File: src/common/core_pkg.sv
package core_pkg;

    // Command to the instruction cache
    typedef enum logic [0:0] {
        CACHE_CMD_NONE    = 1'b0,
        CACHE_CMD_EXECUTE = 1'b1
    } cache_cmd_t;

    // Cache answer, one value per cycle
    typedef enum logic [2:0] {
        CACHE_RESP_IDLE        = 3'd0,
        CACHE_RESP_WAIT        = 3'd1,
        CACHE_RESP_DONE        = 3'd2,
        CACHE_RESP_MISALIGNED  = 3'd3,
        CACHE_RESP_ACCESSFAULT = 3'd4
    } cache_resp_t;

    // Execute to fetch redirect
    typedef enum logic [0:0] {
        E2F_CMD_NONE        = 1'b0,
        E2F_CMD_BRANCHTAKEN = 1'b1
    } e2f_cmd_t;

    // Machine cause codes used by this core
    typedef enum logic [3:0] {
        INSTR_MISALIGNED   = 4'd0,
        INSTR_ACCESS_FAULT = 4'd1,
        TIMER_IRQ          = 4'd7,
        EXTERNAL_IRQ       = 4'd11
    } trap_cause_t;

    typedef enum logic [2:0] {
        ALU_ADD,
        ALU_SUB,
        ALU_AND,
        ALU_OR,
        ALU_XOR,
        ALU_PASS_B
    } alu_op_t;

    typedef enum logic [1:0] {
        FETCH_WAIT_RESET,
        FETCH_BUBBLE,
        FETCH_ACTIVE
    } fetch_state_t;

    // Major opcodes of the supported subset
    typedef enum logic [6:0] {
        OPC_OP_IMM = 7'b0010011,
        OPC_OP     = 7'b0110011,
        OPC_LUI    = 7'b0110111,
        OPC_BRANCH = 7'b1100011,
        OPC_JAL    = 7'b1101111
    } opcode_t;

    // Fetch to decode item, either a word or a trap start
    typedef struct packed {
        logic        valid;
        logic [31:0] pc;
        logic [31:0] instr;
        logic        exc_start;
        trap_cause_t cause;
    } fetch_out_t;

    // Decode to execute item with operands already read
    typedef struct packed {
        logic        valid;
        logic [31:0] pc;
        logic [4:0]  rd;
        logic [31:0] rs1_val;
        logic [31:0] rs2_val;
        logic [31:0] imm;
        alu_op_t     alu_op;
        logic        use_imm;
        logic        is_branch_eq;
        logic        is_branch_ne;
        logic        is_jal;
        logic        exc_start;
        trap_cause_t cause;
    } decoded_t;

    // Execute result heading to the register file
    typedef struct packed {
        logic        valid;
        logic [31:0] pc;
        logic [4:0]  rd;
        logic [31:0] wdata;
        logic        is_trap;
        trap_cause_t cause;
    } exec_out_t;

    // Retire report carries the same fields
    typedef exec_out_t retire_t;

    // ADDI x0, x0, 0
    localparam logic [31:0] NOP_INSTR = 32'h0000_0013;

endpackage

File: src/fetch/fetch_unit.sv
`timescale 1ns/1ps

module fetch_unit #(
    parameter logic [31:0] RESET_VECTOR = 32'h0000_0000
) (
    input  logic                  clk,
    input  logic                  rst_n,
    input  logic [31:0]           csr_mtvec,
    input  logic                  irq_timer,
    input  logic                  irq_exti,
    input  logic                  irq_timer_en,
    input  logic                  irq_exti_en,
    input  core_pkg::cache_resp_t c_response,
    input  logic                  c_reset_done,
    input  logic [31:0]           c_load_data,
    output core_pkg::cache_cmd_t  c_cmd,
    output logic [31:0]           c_address,
    output core_pkg::fetch_out_t  fetch_out,
    input  logic                  e2f_ready,
    input  core_pkg::e2f_cmd_t    e2f_cmd,
    input  logic [31:0]           e2f_target
);
    import core_pkg::*;

    fetch_state_t state;
    fetch_state_t state_nxt;
    logic [31:0]  pc;
    logic [31:0]  pc_nxt;
    logic [31:0]  pc_plus_4;
    logic [31:0]  resume_pc;
    logic         cache_done;
    logic         cache_idle;
    logic         cache_fault;
    logic         branch_taken;
    logic         answered;
    logic         new_fetch;
    logic         exti_take;
    logic         timer_take;
    logic         trap_start;
    trap_cause_t  trap_cause;

    assign cache_done   = (c_response == CACHE_RESP_DONE);
    assign cache_idle   = (c_response == CACHE_RESP_IDLE);
    assign cache_fault  = (c_response == CACHE_RESP_MISALIGNED) ||
                          (c_response == CACHE_RESP_ACCESSFAULT);
    assign branch_taken = (e2f_cmd == E2F_CMD_BRANCHTAKEN);
    assign exti_take    = irq_exti && irq_exti_en;
    assign timer_take   = irq_timer && irq_timer_en;
    assign pc_plus_4    = pc + 32'd4;

    // Outstanding command just got its answer
    assign answered = (state == FETCH_ACTIVE) && (cache_done || cache_fault);

    // Redirect skips the hazard wait
    assign new_fetch = (answered || ((state == FETCH_BUBBLE) && cache_idle)) &&
                       (e2f_ready || branch_taken);

    // Where an interrupt returns to
    // Answered word was not executed, otherwise the next one in program order
    assign resume_pc = answered ? pc : (branch_taken ? e2f_target : pc_plus_4);

    // Cache sees the next pc in the same cycle
    assign c_address = pc_nxt;

    always_comb begin
        state_nxt  = state;
        pc_nxt     = pc;
        c_cmd      = CACHE_CMD_NONE;
        trap_start = 1'b0;
        trap_cause = INSTR_MISALIGNED;
        if (state == FETCH_WAIT_RESET) begin
            // Cache still clearing its tags
            if (c_reset_done) begin
                pc_nxt    = RESET_VECTOR;
                c_cmd     = CACHE_CMD_EXECUTE;
                state_nxt = FETCH_ACTIVE;
            end
        end else if (new_fetch) begin
            c_cmd     = CACHE_CMD_EXECUTE;
            state_nxt = FETCH_ACTIVE;
            if (exti_take) begin
                trap_start = 1'b1;
                trap_cause = EXTERNAL_IRQ;
                pc_nxt     = csr_mtvec;
            end else if (timer_take) begin
                trap_start = 1'b1;
                trap_cause = TIMER_IRQ;
                pc_nxt     = csr_mtvec;
            end else if (branch_taken) begin
                pc_nxt = e2f_target;
            end else if (cache_fault) begin
                trap_start = 1'b1;
                trap_cause = (c_response == CACHE_RESP_MISALIGNED) ?
                             INSTR_MISALIGNED : INSTR_ACCESS_FAULT;
                pc_nxt     = csr_mtvec;
            end else begin
                pc_nxt = pc_plus_4;
            end
        end else if (answered) begin
            // Word handed over, hold until decode clears the hazard
            state_nxt = FETCH_BUBBLE;
        end
    end

    // Word goes out in the DONE cycle unless a trap replaces it
    always_comb begin
        fetch_out.valid     = trap_start || ((state == FETCH_ACTIVE) && cache_done);
        fetch_out.pc        = trap_start ? resume_pc : pc;
        fetch_out.instr     = cache_done ? c_load_data : NOP_INSTR;
        fetch_out.exc_start = trap_start;
        fetch_out.cause     = trap_cause;
    end

    always_ff @(posedge clk) begin
        if (!rst_n) begin
            state <= FETCH_WAIT_RESET;
            pc    <= RESET_VECTOR;
        end else begin
            state <= state_nxt;
            pc    <= pc_nxt;
        end
    end

    // Cache protocol forbids a new command while one is pending
    assert property (@(posedge clk) disable iff (!rst_n)
        (c_response == CACHE_RESP_WAIT) |-> (c_cmd == CACHE_CMD_NONE));

endmodule

File: src/verilog/instr_decode.sv
`timescale 1ns/1ps

module instr_decode (
    input  logic                 clk,
    input  logic                 rst_n,
    input  core_pkg::fetch_out_t fetch_out,
    input  logic [31:0]          rs1_data,
    input  logic [31:0]          rs2_data,
    input  logic                 exec_busy_ctrl,
    output logic [4:0]           rs1_addr,
    output logic [4:0]           rs2_addr,
    output core_pkg::decoded_t   dec_out,
    output logic                 e2f_ready
);
    import core_pkg::*;

    logic        slot_valid;
    fetch_out_t  slot;
    logic [31:0] instr;
    logic [2:0]  funct3;
    logic [6:0]  funct7;
    logic [31:0] imm_i;
    logic [31:0] imm_u;
    logic [31:0] imm_b;
    logic [31:0] imm_j;
    logic        op_ok;
    logic        slot_ctrl;

    // BEQ, BNE or JAL by encoding
    function automatic logic is_ctrl(input logic [31:0] word);
        is_ctrl = (word[6:0] == OPC_JAL) ||
                  ((word[6:0] == OPC_BRANCH) && (word[14:13] == 2'b00));
    endfunction

    always_ff @(posedge clk) begin
        if (!rst_n) begin
            slot_valid <= 1'b0;
        end else begin
            slot_valid <= fetch_out.valid;
        end
    end

    always_ff @(posedge clk) begin
        if (fetch_out.valid) begin
            slot <= fetch_out;
        end
    end

    assign instr  = slot.instr;
    assign funct3 = instr[14:12];
    assign funct7 = instr[31:25];

    // Register file read happens here, one cycle behind fetch
    assign rs1_addr = instr[19:15];
    assign rs2_addr = instr[24:20];

    assign imm_i = {{20{instr[31]}}, instr[31:20]};
    assign imm_u = {instr[31:12], 12'd0};
    assign imm_b = {{20{instr[31]}}, instr[7], instr[30:25], instr[11:8], 1'b0};
    assign imm_j = {{12{instr[31]}}, instr[19:12], instr[20], instr[30:21], 1'b0};

    always_comb begin
        // Defaults form a no-op writing x0
        op_ok                = 1'b0;
        dec_out.valid        = slot_valid;
        dec_out.pc           = slot.pc;
        dec_out.rd           = 5'd0;
        dec_out.rs1_val      = rs1_data;
        dec_out.rs2_val      = rs2_data;
        dec_out.imm          = imm_i;
        dec_out.alu_op       = ALU_ADD;
        dec_out.use_imm      = 1'b0;
        dec_out.is_branch_eq = 1'b0;
        dec_out.is_branch_ne = 1'b0;
        dec_out.is_jal       = 1'b0;
        dec_out.exc_start    = slot.exc_start;
        dec_out.cause        = slot.cause;
        if (!slot.exc_start) begin
            case (opcode_t'(instr[6:0]))
                OPC_OP_IMM: begin
                    // Only ADDI
                    dec_out.use_imm = 1'b1;
                    if (funct3 == 3'b000) begin
                        dec_out.rd = instr[11:7];
                    end
                end
                OPC_OP: begin
                    op_ok = 1'b1;
                    case ({funct7, funct3})
                        {7'b0000000, 3'b000}: dec_out.alu_op = ALU_ADD;
                        {7'b0100000, 3'b000}: dec_out.alu_op = ALU_SUB;
                        {7'b0000000, 3'b100}: dec_out.alu_op = ALU_XOR;
                        {7'b0000000, 3'b110}: dec_out.alu_op = ALU_OR;
                        {7'b0000000, 3'b111}: dec_out.alu_op = ALU_AND;
                        default:              op_ok = 1'b0;
                    endcase
                    if (op_ok) begin
                        dec_out.rd = instr[11:7];
                    end
                end
                OPC_LUI: begin
                    dec_out.rd      = instr[11:7];
                    dec_out.imm     = imm_u;
                    dec_out.use_imm = 1'b1;
                    dec_out.alu_op  = ALU_PASS_B;
                end
                OPC_BRANCH: begin
                    dec_out.imm          = imm_b;
                    dec_out.is_branch_eq = (funct3 == 3'b000);
                    dec_out.is_branch_ne = (funct3 == 3'b001);
                end
                OPC_JAL: begin
                    dec_out.rd     = instr[11:7];
                    dec_out.imm    = imm_j;
                    dec_out.is_jal = 1'b1;
                end
                default: begin
                end
            endcase
        end
    end

    // Fetch holds while any control-flow item is unresolved
    assign slot_ctrl = slot_valid && !slot.exc_start && is_ctrl(instr);
    assign e2f_ready = !(is_ctrl(fetch_out.instr) || slot_ctrl || exec_busy_ctrl);

endmodule

File: src/verilog/execute_alu.sv
`timescale 1ns/1ps

module execute_alu (
    input  logic                clk,
    input  logic                rst_n,
    input  core_pkg::decoded_t  dec_out,
    output core_pkg::exec_out_t exec_out,
    output logic                exec_busy_ctrl,
    output core_pkg::e2f_cmd_t  e2f_cmd,
    output logic [31:0]         e2f_target
);
    import core_pkg::*;

    logic        ex_valid;
    decoded_t    ex_q;
    logic [31:0] op_b;
    logic [31:0] alu_res;
    logic [31:0] pc_plus_4;
    logic        is_ctrl;
    logic        taken;

    always_ff @(posedge clk) begin
        if (!rst_n) begin
            ex_valid <= 1'b0;
        end else begin
            ex_valid <= dec_out.valid;
        end
    end

    always_ff @(posedge clk) begin
        if (dec_out.valid) begin
            ex_q <= dec_out;
        end
    end

    // Second operand is either rs2 or the immediate
    assign op_b = ex_q.use_imm ? ex_q.imm : ex_q.rs2_val;

    always_comb begin
        case (ex_q.alu_op)
            ALU_ADD:    alu_res = ex_q.rs1_val + op_b;
            ALU_SUB:    alu_res = ex_q.rs1_val - op_b;
            ALU_AND:    alu_res = ex_q.rs1_val & op_b;
            ALU_OR:     alu_res = ex_q.rs1_val | op_b;
            ALU_XOR:    alu_res = ex_q.rs1_val ^ op_b;
            ALU_PASS_B: alu_res = op_b;
            default:    alu_res = op_b;
        endcase
    end

    assign pc_plus_4 = ex_q.pc + 32'd4;
    assign is_ctrl   = ex_q.is_branch_eq || ex_q.is_branch_ne || ex_q.is_jal;

    // Branch compare
    assign taken = ex_valid &&
                   ((ex_q.is_branch_eq && (ex_q.rs1_val == ex_q.rs2_val)) ||
                    (ex_q.is_branch_ne && (ex_q.rs1_val != ex_q.rs2_val)) ||
                    ex_q.is_jal);

    // Redirect for exactly the cycle the item sits here
    assign e2f_cmd        = taken ? E2F_CMD_BRANCHTAKEN : E2F_CMD_NONE;
    assign e2f_target     = ex_q.pc + ex_q.imm;
    assign exec_busy_ctrl = ex_valid && is_ctrl;

    always_comb begin
        exec_out.valid   = ex_valid;
        exec_out.pc      = ex_q.pc;
        exec_out.rd      = ex_q.rd;
        // JAL links the return address
        exec_out.wdata   = ex_q.is_jal ? pc_plus_4 : alu_res;
        exec_out.is_trap = ex_q.exc_start;
        exec_out.cause   = ex_q.cause;
    end

    // Hazard stall leaves execute empty right behind a redirect
    assert property (@(posedge clk) disable iff (!rst_n)
        (e2f_cmd == E2F_CMD_BRANCHTAKEN) |=> !ex_valid);

endmodule

File: src/verilog/result_writeback.sv
`timescale 1ns/1ps

module result_writeback (
    input  logic                clk,
    input  logic                rst_n,
    input  core_pkg::exec_out_t exec_out,
    input  logic [4:0]          rs1_addr,
    input  logic [4:0]          rs2_addr,
    output logic [31:0]         rs1_data,
    output logic [31:0]         rs2_data,
    output core_pkg::retire_t   retire
);
    import core_pkg::*;

    // x1 to x31, x0 is hardwired
    logic [31:0] regs [1:31];
    logic        wr_en;
    logic        ret_valid;
    retire_t     ret_q;

    // Traps and x0 targets never write
    assign wr_en = exec_out.valid && !exec_out.is_trap && (exec_out.rd != 5'd0);

    always_ff @(posedge clk) begin
        if (wr_en) begin
            regs[exec_out.rd] <= exec_out.wdata;
        end
    end

    // Read with same-cycle write forwarding
    function automatic logic [31:0] read_port(input logic [4:0] addr);
        if (addr == 5'd0) begin
            read_port = 32'd0;
        end else if (wr_en && (addr == exec_out.rd)) begin
            read_port = exec_out.wdata;
        end else begin
            read_port = regs[addr];
        end
    endfunction

    always_comb begin
        rs1_data = read_port(rs1_addr);
        rs2_data = read_port(rs2_addr);
    end

    // Retire report one cycle after execute
    always_ff @(posedge clk) begin
        if (!rst_n) begin
            ret_valid <= 1'b0;
        end else begin
            ret_valid <= exec_out.valid;
        end
    end

    always_ff @(posedge clk) begin
        ret_q <= exec_out;
    end

    always_comb begin
        retire       = ret_q;
        retire.valid = ret_valid;
    end

endmodule

File: src/verilog/core_top.sv
`timescale 1ns/1ps

module core_top #(
    parameter logic [31:0] RESET_VECTOR = 32'h0000_0000
) (
    input  logic                  clk,
    input  logic                  rst_n,
    input  logic [31:0]           csr_mtvec,
    input  logic                  irq_timer,
    input  logic                  irq_exti,
    input  logic                  irq_timer_en,
    input  logic                  irq_exti_en,
    output core_pkg::cache_cmd_t  c_cmd,
    output logic [31:0]           c_address,
    input  core_pkg::cache_resp_t c_response,
    input  logic [31:0]           c_load_data,
    input  logic                  c_reset_done,
    output core_pkg::retire_t     retire
);
    import core_pkg::*;

    fetch_out_t  fetch_out;
    decoded_t    dec_out;
    exec_out_t   exec_out;
    e2f_cmd_t    e2f_cmd;
    logic        e2f_ready;
    logic [31:0] e2f_target;
    logic        exec_busy_ctrl;
    logic [4:0]  rs1_addr;
    logic [4:0]  rs2_addr;
    logic [31:0] rs1_data;
    logic [31:0] rs2_data;

    // PC, cache commands and trap entry
    fetch_unit #(
        .RESET_VECTOR (RESET_VECTOR)
    ) u_fetch (
        .clk          (clk),
        .rst_n        (rst_n),
        .csr_mtvec    (csr_mtvec),
        .irq_timer    (irq_timer),
        .irq_exti     (irq_exti),
        .irq_timer_en (irq_timer_en),
        .irq_exti_en  (irq_exti_en),
        .c_response   (c_response),
        .c_reset_done (c_reset_done),
        .c_load_data  (c_load_data),
        .c_cmd        (c_cmd),
        .c_address    (c_address),
        .fetch_out    (fetch_out),
        .e2f_ready    (e2f_ready),
        .e2f_cmd      (e2f_cmd),
        .e2f_target   (e2f_target)
    );

    instr_decode u_decode (
        .clk            (clk),
        .rst_n          (rst_n),
        .fetch_out      (fetch_out),
        .rs1_data       (rs1_data),
        .rs2_data       (rs2_data),
        .exec_busy_ctrl (exec_busy_ctrl),
        .rs1_addr       (rs1_addr),
        .rs2_addr       (rs2_addr),
        .dec_out        (dec_out),
        .e2f_ready      (e2f_ready)
    );

    execute_alu u_execute (
        .clk            (clk),
        .rst_n          (rst_n),
        .dec_out        (dec_out),
        .exec_out       (exec_out),
        .exec_busy_ctrl (exec_busy_ctrl),
        .e2f_cmd        (e2f_cmd),
        .e2f_target     (e2f_target)
    );

    // Register file and retire report
    result_writeback u_result (
        .clk      (clk),
        .rst_n    (rst_n),
        .exec_out (exec_out),
        .rs1_addr (rs1_addr),
        .rs2_addr (rs2_addr),
        .rs1_data (rs1_data),
        .rs2_data (rs2_data),
        .retire   (retire)
    );

endmodule

File: config.mk
export PLATFORM = sky130hd
export DESIGN_NAME = core_top
export DESIGN_NICKNAME = d
export VERILOG_FILES = /design/src/common/core_pkg.sv /design/src/fetch/fetch_unit.sv /design/src/verilog/instr_decode.sv /design/src/verilog/execute_alu.sv /design/src/verilog/result_writeback.sv /design/src/verilog/core_top.sv
export SDC_FILE = /design/constraint.sdc
export NUM_CORES = 2
export LEC_CHECK = 0
export BUFFER_PORTS_ARGS = -buffer_cell sky130_fd_sc_hd__buf_2
export CORE_MARGIN = 5
export CORE_UTILIZATION = 40
export DETAILED_ROUTE_END_ITERATION = 7
export SYNTH_ARGS = -nofsm -noshare
export SYNTH_HDL_FRONTEND = slang
export SYNTH_HIERARCHICAL = 1
export SYNTH_SLANG_ARGS = --single-unit
File: constraint.sdc
create_clock -name clk -period 10.7 [get_ports clk]
set_input_delay 1.07 -clock clk [delete_from_list [all_inputs] [get_ports clk]]
set_output_delay 1.07 -clock clk [all_outputs]
set_load 0.005 [all_outputs]
==> metrics.md <==
| Metric | Value |
|---|---|
| Sw frac | 0.237 |
| Hold slack | between 0.3 and 0.4 ns |
| Routability cong. | 0.959 |
| Worst-skew pair later-pin latency | between 0.8 and 0.9 ns |
| Worst-path fanout max | 52 |
| Power Total | ~11 mW |
| Rows | 150 |
| Placed cell area | about 0.070 mm² |
| Synth Cell Area | 0.0675 mm² |
| Post-Route Skew | 0.0427 ns |
| Post-CTS resize count | 0 |
| Initial core utilization | 0.403 |
| First-pass GRT wire length | around 310 mm |
| CP Class | flop to flop |
| Yosys cell types | 99 |
| Pleak | 24.7 nW |
| Worst hold path type | flop to flop |
| Hold_buf cts | 0 |
| Post-DP HPWL | approximately 130 mm |
| Worst setup margin | 4.04 ns |
| Total grt overflow | 0 |
| WL met1 | ~87 mm |
| Fmax | 150 MHz |
| Slew @ Worst Pin | approximately 1.2 ns |
| Peak per-stage delay on the critical path | 0.76 ns |
| Synth area leaders | edfxtp_1, mux4_2, dfxtp_1 |
| CTS Buffer Depth | 3 |
| Power per cell area | 153 mW/mm² |
| Die height | 421 µm |
| Cells along the critical path | buf_4 -> mux2i_1 -> ha_1 -> o21ai_1 -> or3_1 -> nor3_2 -> nor3b_1 -> nor2_1 -> xnor2_1 -> ha_1 -> nand2_1 -> nor2_1 -> nand3_1 -> o41ai_1 -> xnor2_1 -> a211oi_1 -> a21oi_2 -> buf_4 -> a221o_1 |
| Outcome | finished clean |
| Vias | roughly 45,000 |
| Vias in the first global route | roughly 44,000 |
| CTS Sinks | around 1,300 |
| Hold Violations, Final | 0 |
| Async SR Flop Fraction | 0 |
| Internal | around 8.7 mW |
| RSZ-0062 raised after global routing | false |
| Yosys top cell area share | 0.537 |
| Largest net degree at the start of global routing | between 100 and 150 |
| Final antenna-violating net count | 0 |
| Cell taking the most area after synthesis | edfxtp_1 |
| Critical Path Start Type | flop |
| Total negative slack | 0 ns |
| Layout Nets | 4,962 |
| WL/cell | about 31 µm |
| Net Switching | roughly 2.7 mW |
| Comb pwr share | 0.075 |
| Crit path time final | 6.66 ns |
| Full die area | about 0.18 mm² |
| Mapped Nets | between 4,000 and 5,000 |
| Post-synth EDFFs | between 1,000 and 1,500 |
| Met3 WL | around 22 mm |
| Avg Cell Area, Syn | ~14 µm² |
| DRC Markers | 0 |
| H-tree depth | 4 |
| GRT Total Usage | 0.246 |
| Worst IR drop on VDD | roughly 120 µV |
| Met2 WL | a little over 100 mm |
| DR top layer | met5 |
| Seq/Total Area, Yosys | 0.569 |
| # setup viols final | 0 |
| Syn. warnings | 6 |
| Final Cycle Share | 0.623 |
| Slowest stage cell, crit path | o41ai_1 |
| Area added between synthesis and finish | 10.8% |
| Clk pwr share | 0.423 |
| Clock transition at the registers of the reported paths | about 0.060 ns |
| Routed vias/inst | around 6.4 |
| Pre-CTS setup slack | about 4.3 ns |
| CTS tree | built |
| Sequential fraction of design power | 0.503 |
| Cells after Synth | ~4,700 |
| CP Data Required Time | 11.25 ns |
| #FFs+latches synth | roughly 1,300 |
| Root buffer cell | clkbuf_16 |
| Slew Limit Fails | 0 |
| Main synth FF type | edfxtp_1 |
| Post-Route WL | 223 mm |
| Starting DRC count in detailed routing | 5,907 |
| Max-cap viol count | 0 |
| CTS buffer count | 144 |
| DRT Pass-1 Iters | 6 |
| CP endpoint kind | flop |
| I/O Buffers | ~180 |
| Postcts setup bufs | 0 |
| Arrival time of the worst setup path | between 7 and 8 ns |
| Core area | 0.167 mm² |
| Die width | 421 µm |
| Ports | 182 |
| Final Instance Area | approximately 0.075 mm² |
| Initial antenna violation count | 5 |
| Slew headroom | 0.164 |
| Share of cells above drive strength 1 | 0.219 |
-- worst max-delay path, delay by kind of cell (launching register included) --
family	cells	cell delay, ns
AOI/OAI and AO/OA	5	1.67
DFF	1	0.32
and+or+nand+nor	7	2.07
buffers and inverters	2	0.88
adders and majority gates	2	0.65
xor gates and xnor gates	2	0.33
muxes	1	0.51
-- final timing paths --
check | start | to | slack [ns] | depth (start not counted)
min reg2reg | u_execute/exec_out[0]$_DFFE_PP_ | u_result/retire[0]$_DFF_P_ | 0.35 | 0
max reg2reg | u_execute/ex_q[8]$_DFFE_PP_ | u_execute/ex_q[107]$_DFFE_PP_ | 4.04 | 19
max | u_execute/ex_q[8]$_DFFE_PP_ | u_execute/ex_q[107]$_DFFE_PP_ | 4.04 | 19
min | u_execute/exec_out[0]$_DFFE_PP_ | u_result/retire[0]$_DFF_P_ | 0.35 | 0
-- Yosys cell counts, types with 111 or more instances --
| cell type | instances |
|---|---|
| dfxtp_1 | 111 |
| buf_4 | 144 |
| ha_1 | 130 |
| mux2i_1 | 189 |
| edfxtp_1 | 1206 |
| nand2_1 | 208 |
| a21oi_1 | 189 |
| nor2_1 | 305 |
| clkbuf_1 | 187 |
| mux4_2 | 397 |
| o21ai_0 | 136 |
| a22oi_1 | 117 |
-- through the flow --
stage | utilization | cells
after global routing | 0.447 | 7076
final | 0.447 | 7077
after CTS | 0.447 | 7076
after global placement | 0.419 | 6814
after floorplan | - | 4743
after detailed placement | 0.419 | 6814
-- cell type report --
class | count | area [µm²]
Antenna cell | 1 | 2.50
Timing Repair Buffer | 310 | 1950
Tap cell | 2204 | 2760
Fill cell | 14700 | 92600
Clock buffer | 201 | 3890
Multi-Input combinational cell | 2886 | 26700
Sequential cell | 1317 | 38400
Clock inverter | 61 | 709
Inverter | 97 | 364
-- flip-flops by register name (all words and copies together) (netlist names) --
name and flops:
u_execute/exec_out 42, u_fetch/pc 32, u_fetch/state 2, u_decode/slot_valid 1
u_decode/dec_out 37, u_result/regs 992, u_result/retire 74, u_execute/ex_valid 1
u_decode/instr 32, u_execute/ex_q 103, u_result/ret_valid 1
-- power by group through the flow --
stage	sequential [mW]	clock, mW	combinational [mW]
2_1_floorplan	5.83	0	0.571
3_3_place_gp	5.86	0	0.836
3_5_place_dp	5.86	0	0.841
4_1_cts	5.75	4.92	0.844
5_1_grt	5.75	5.14	0.908
6_report	5.75	4.84	0.853
-- logic make-up (layout without fill, tap and decap cells) --
logic type	Yosys count	count (layout)	share of synthesized area
buffers and inverters	540	669	0.0426
adders and majority gates	132	132	0.0247
DFF	1317	1317	0.569
muxes	620	620	0.166
and+or+nand+nor	899	899	0.0650
other	0	1	0
AOI/OAI and AO/OA	1061	1061	0.109
xor gates and xnor gates	174	174	0.0226
-- layout by cell type, fill, tap and decap left out, types with 35 or more instances in the layout --
master,instances
nand2_1,207
a211oi_1,96
nor3_1,54
buf_2,181
o211ai_1,60
o21ai_0,124
ha_1,130
a21oi_1,178
a21o_1,44
edfxtp_1,1206
o22ai_1,102
nor2_1,266
nor2_4,35
inv_1,93
dfxtp_1,110
and2_1,70
xor2_1,78
clkbuf_1,51
a22oi_1,117
clkbuf_16,145
mux2i_1,188
xnor2_1,96
mux4_2,397
nand3_1,57
buf_4,123
-- metal layers --
layer	track usage	vias up
met2	0.392	2530
met3	0.0469	531
met4	0.106	4
met5	0	-
met1	0.332	23100
li1	-	18900
Power figures use the tool's default switching activity.
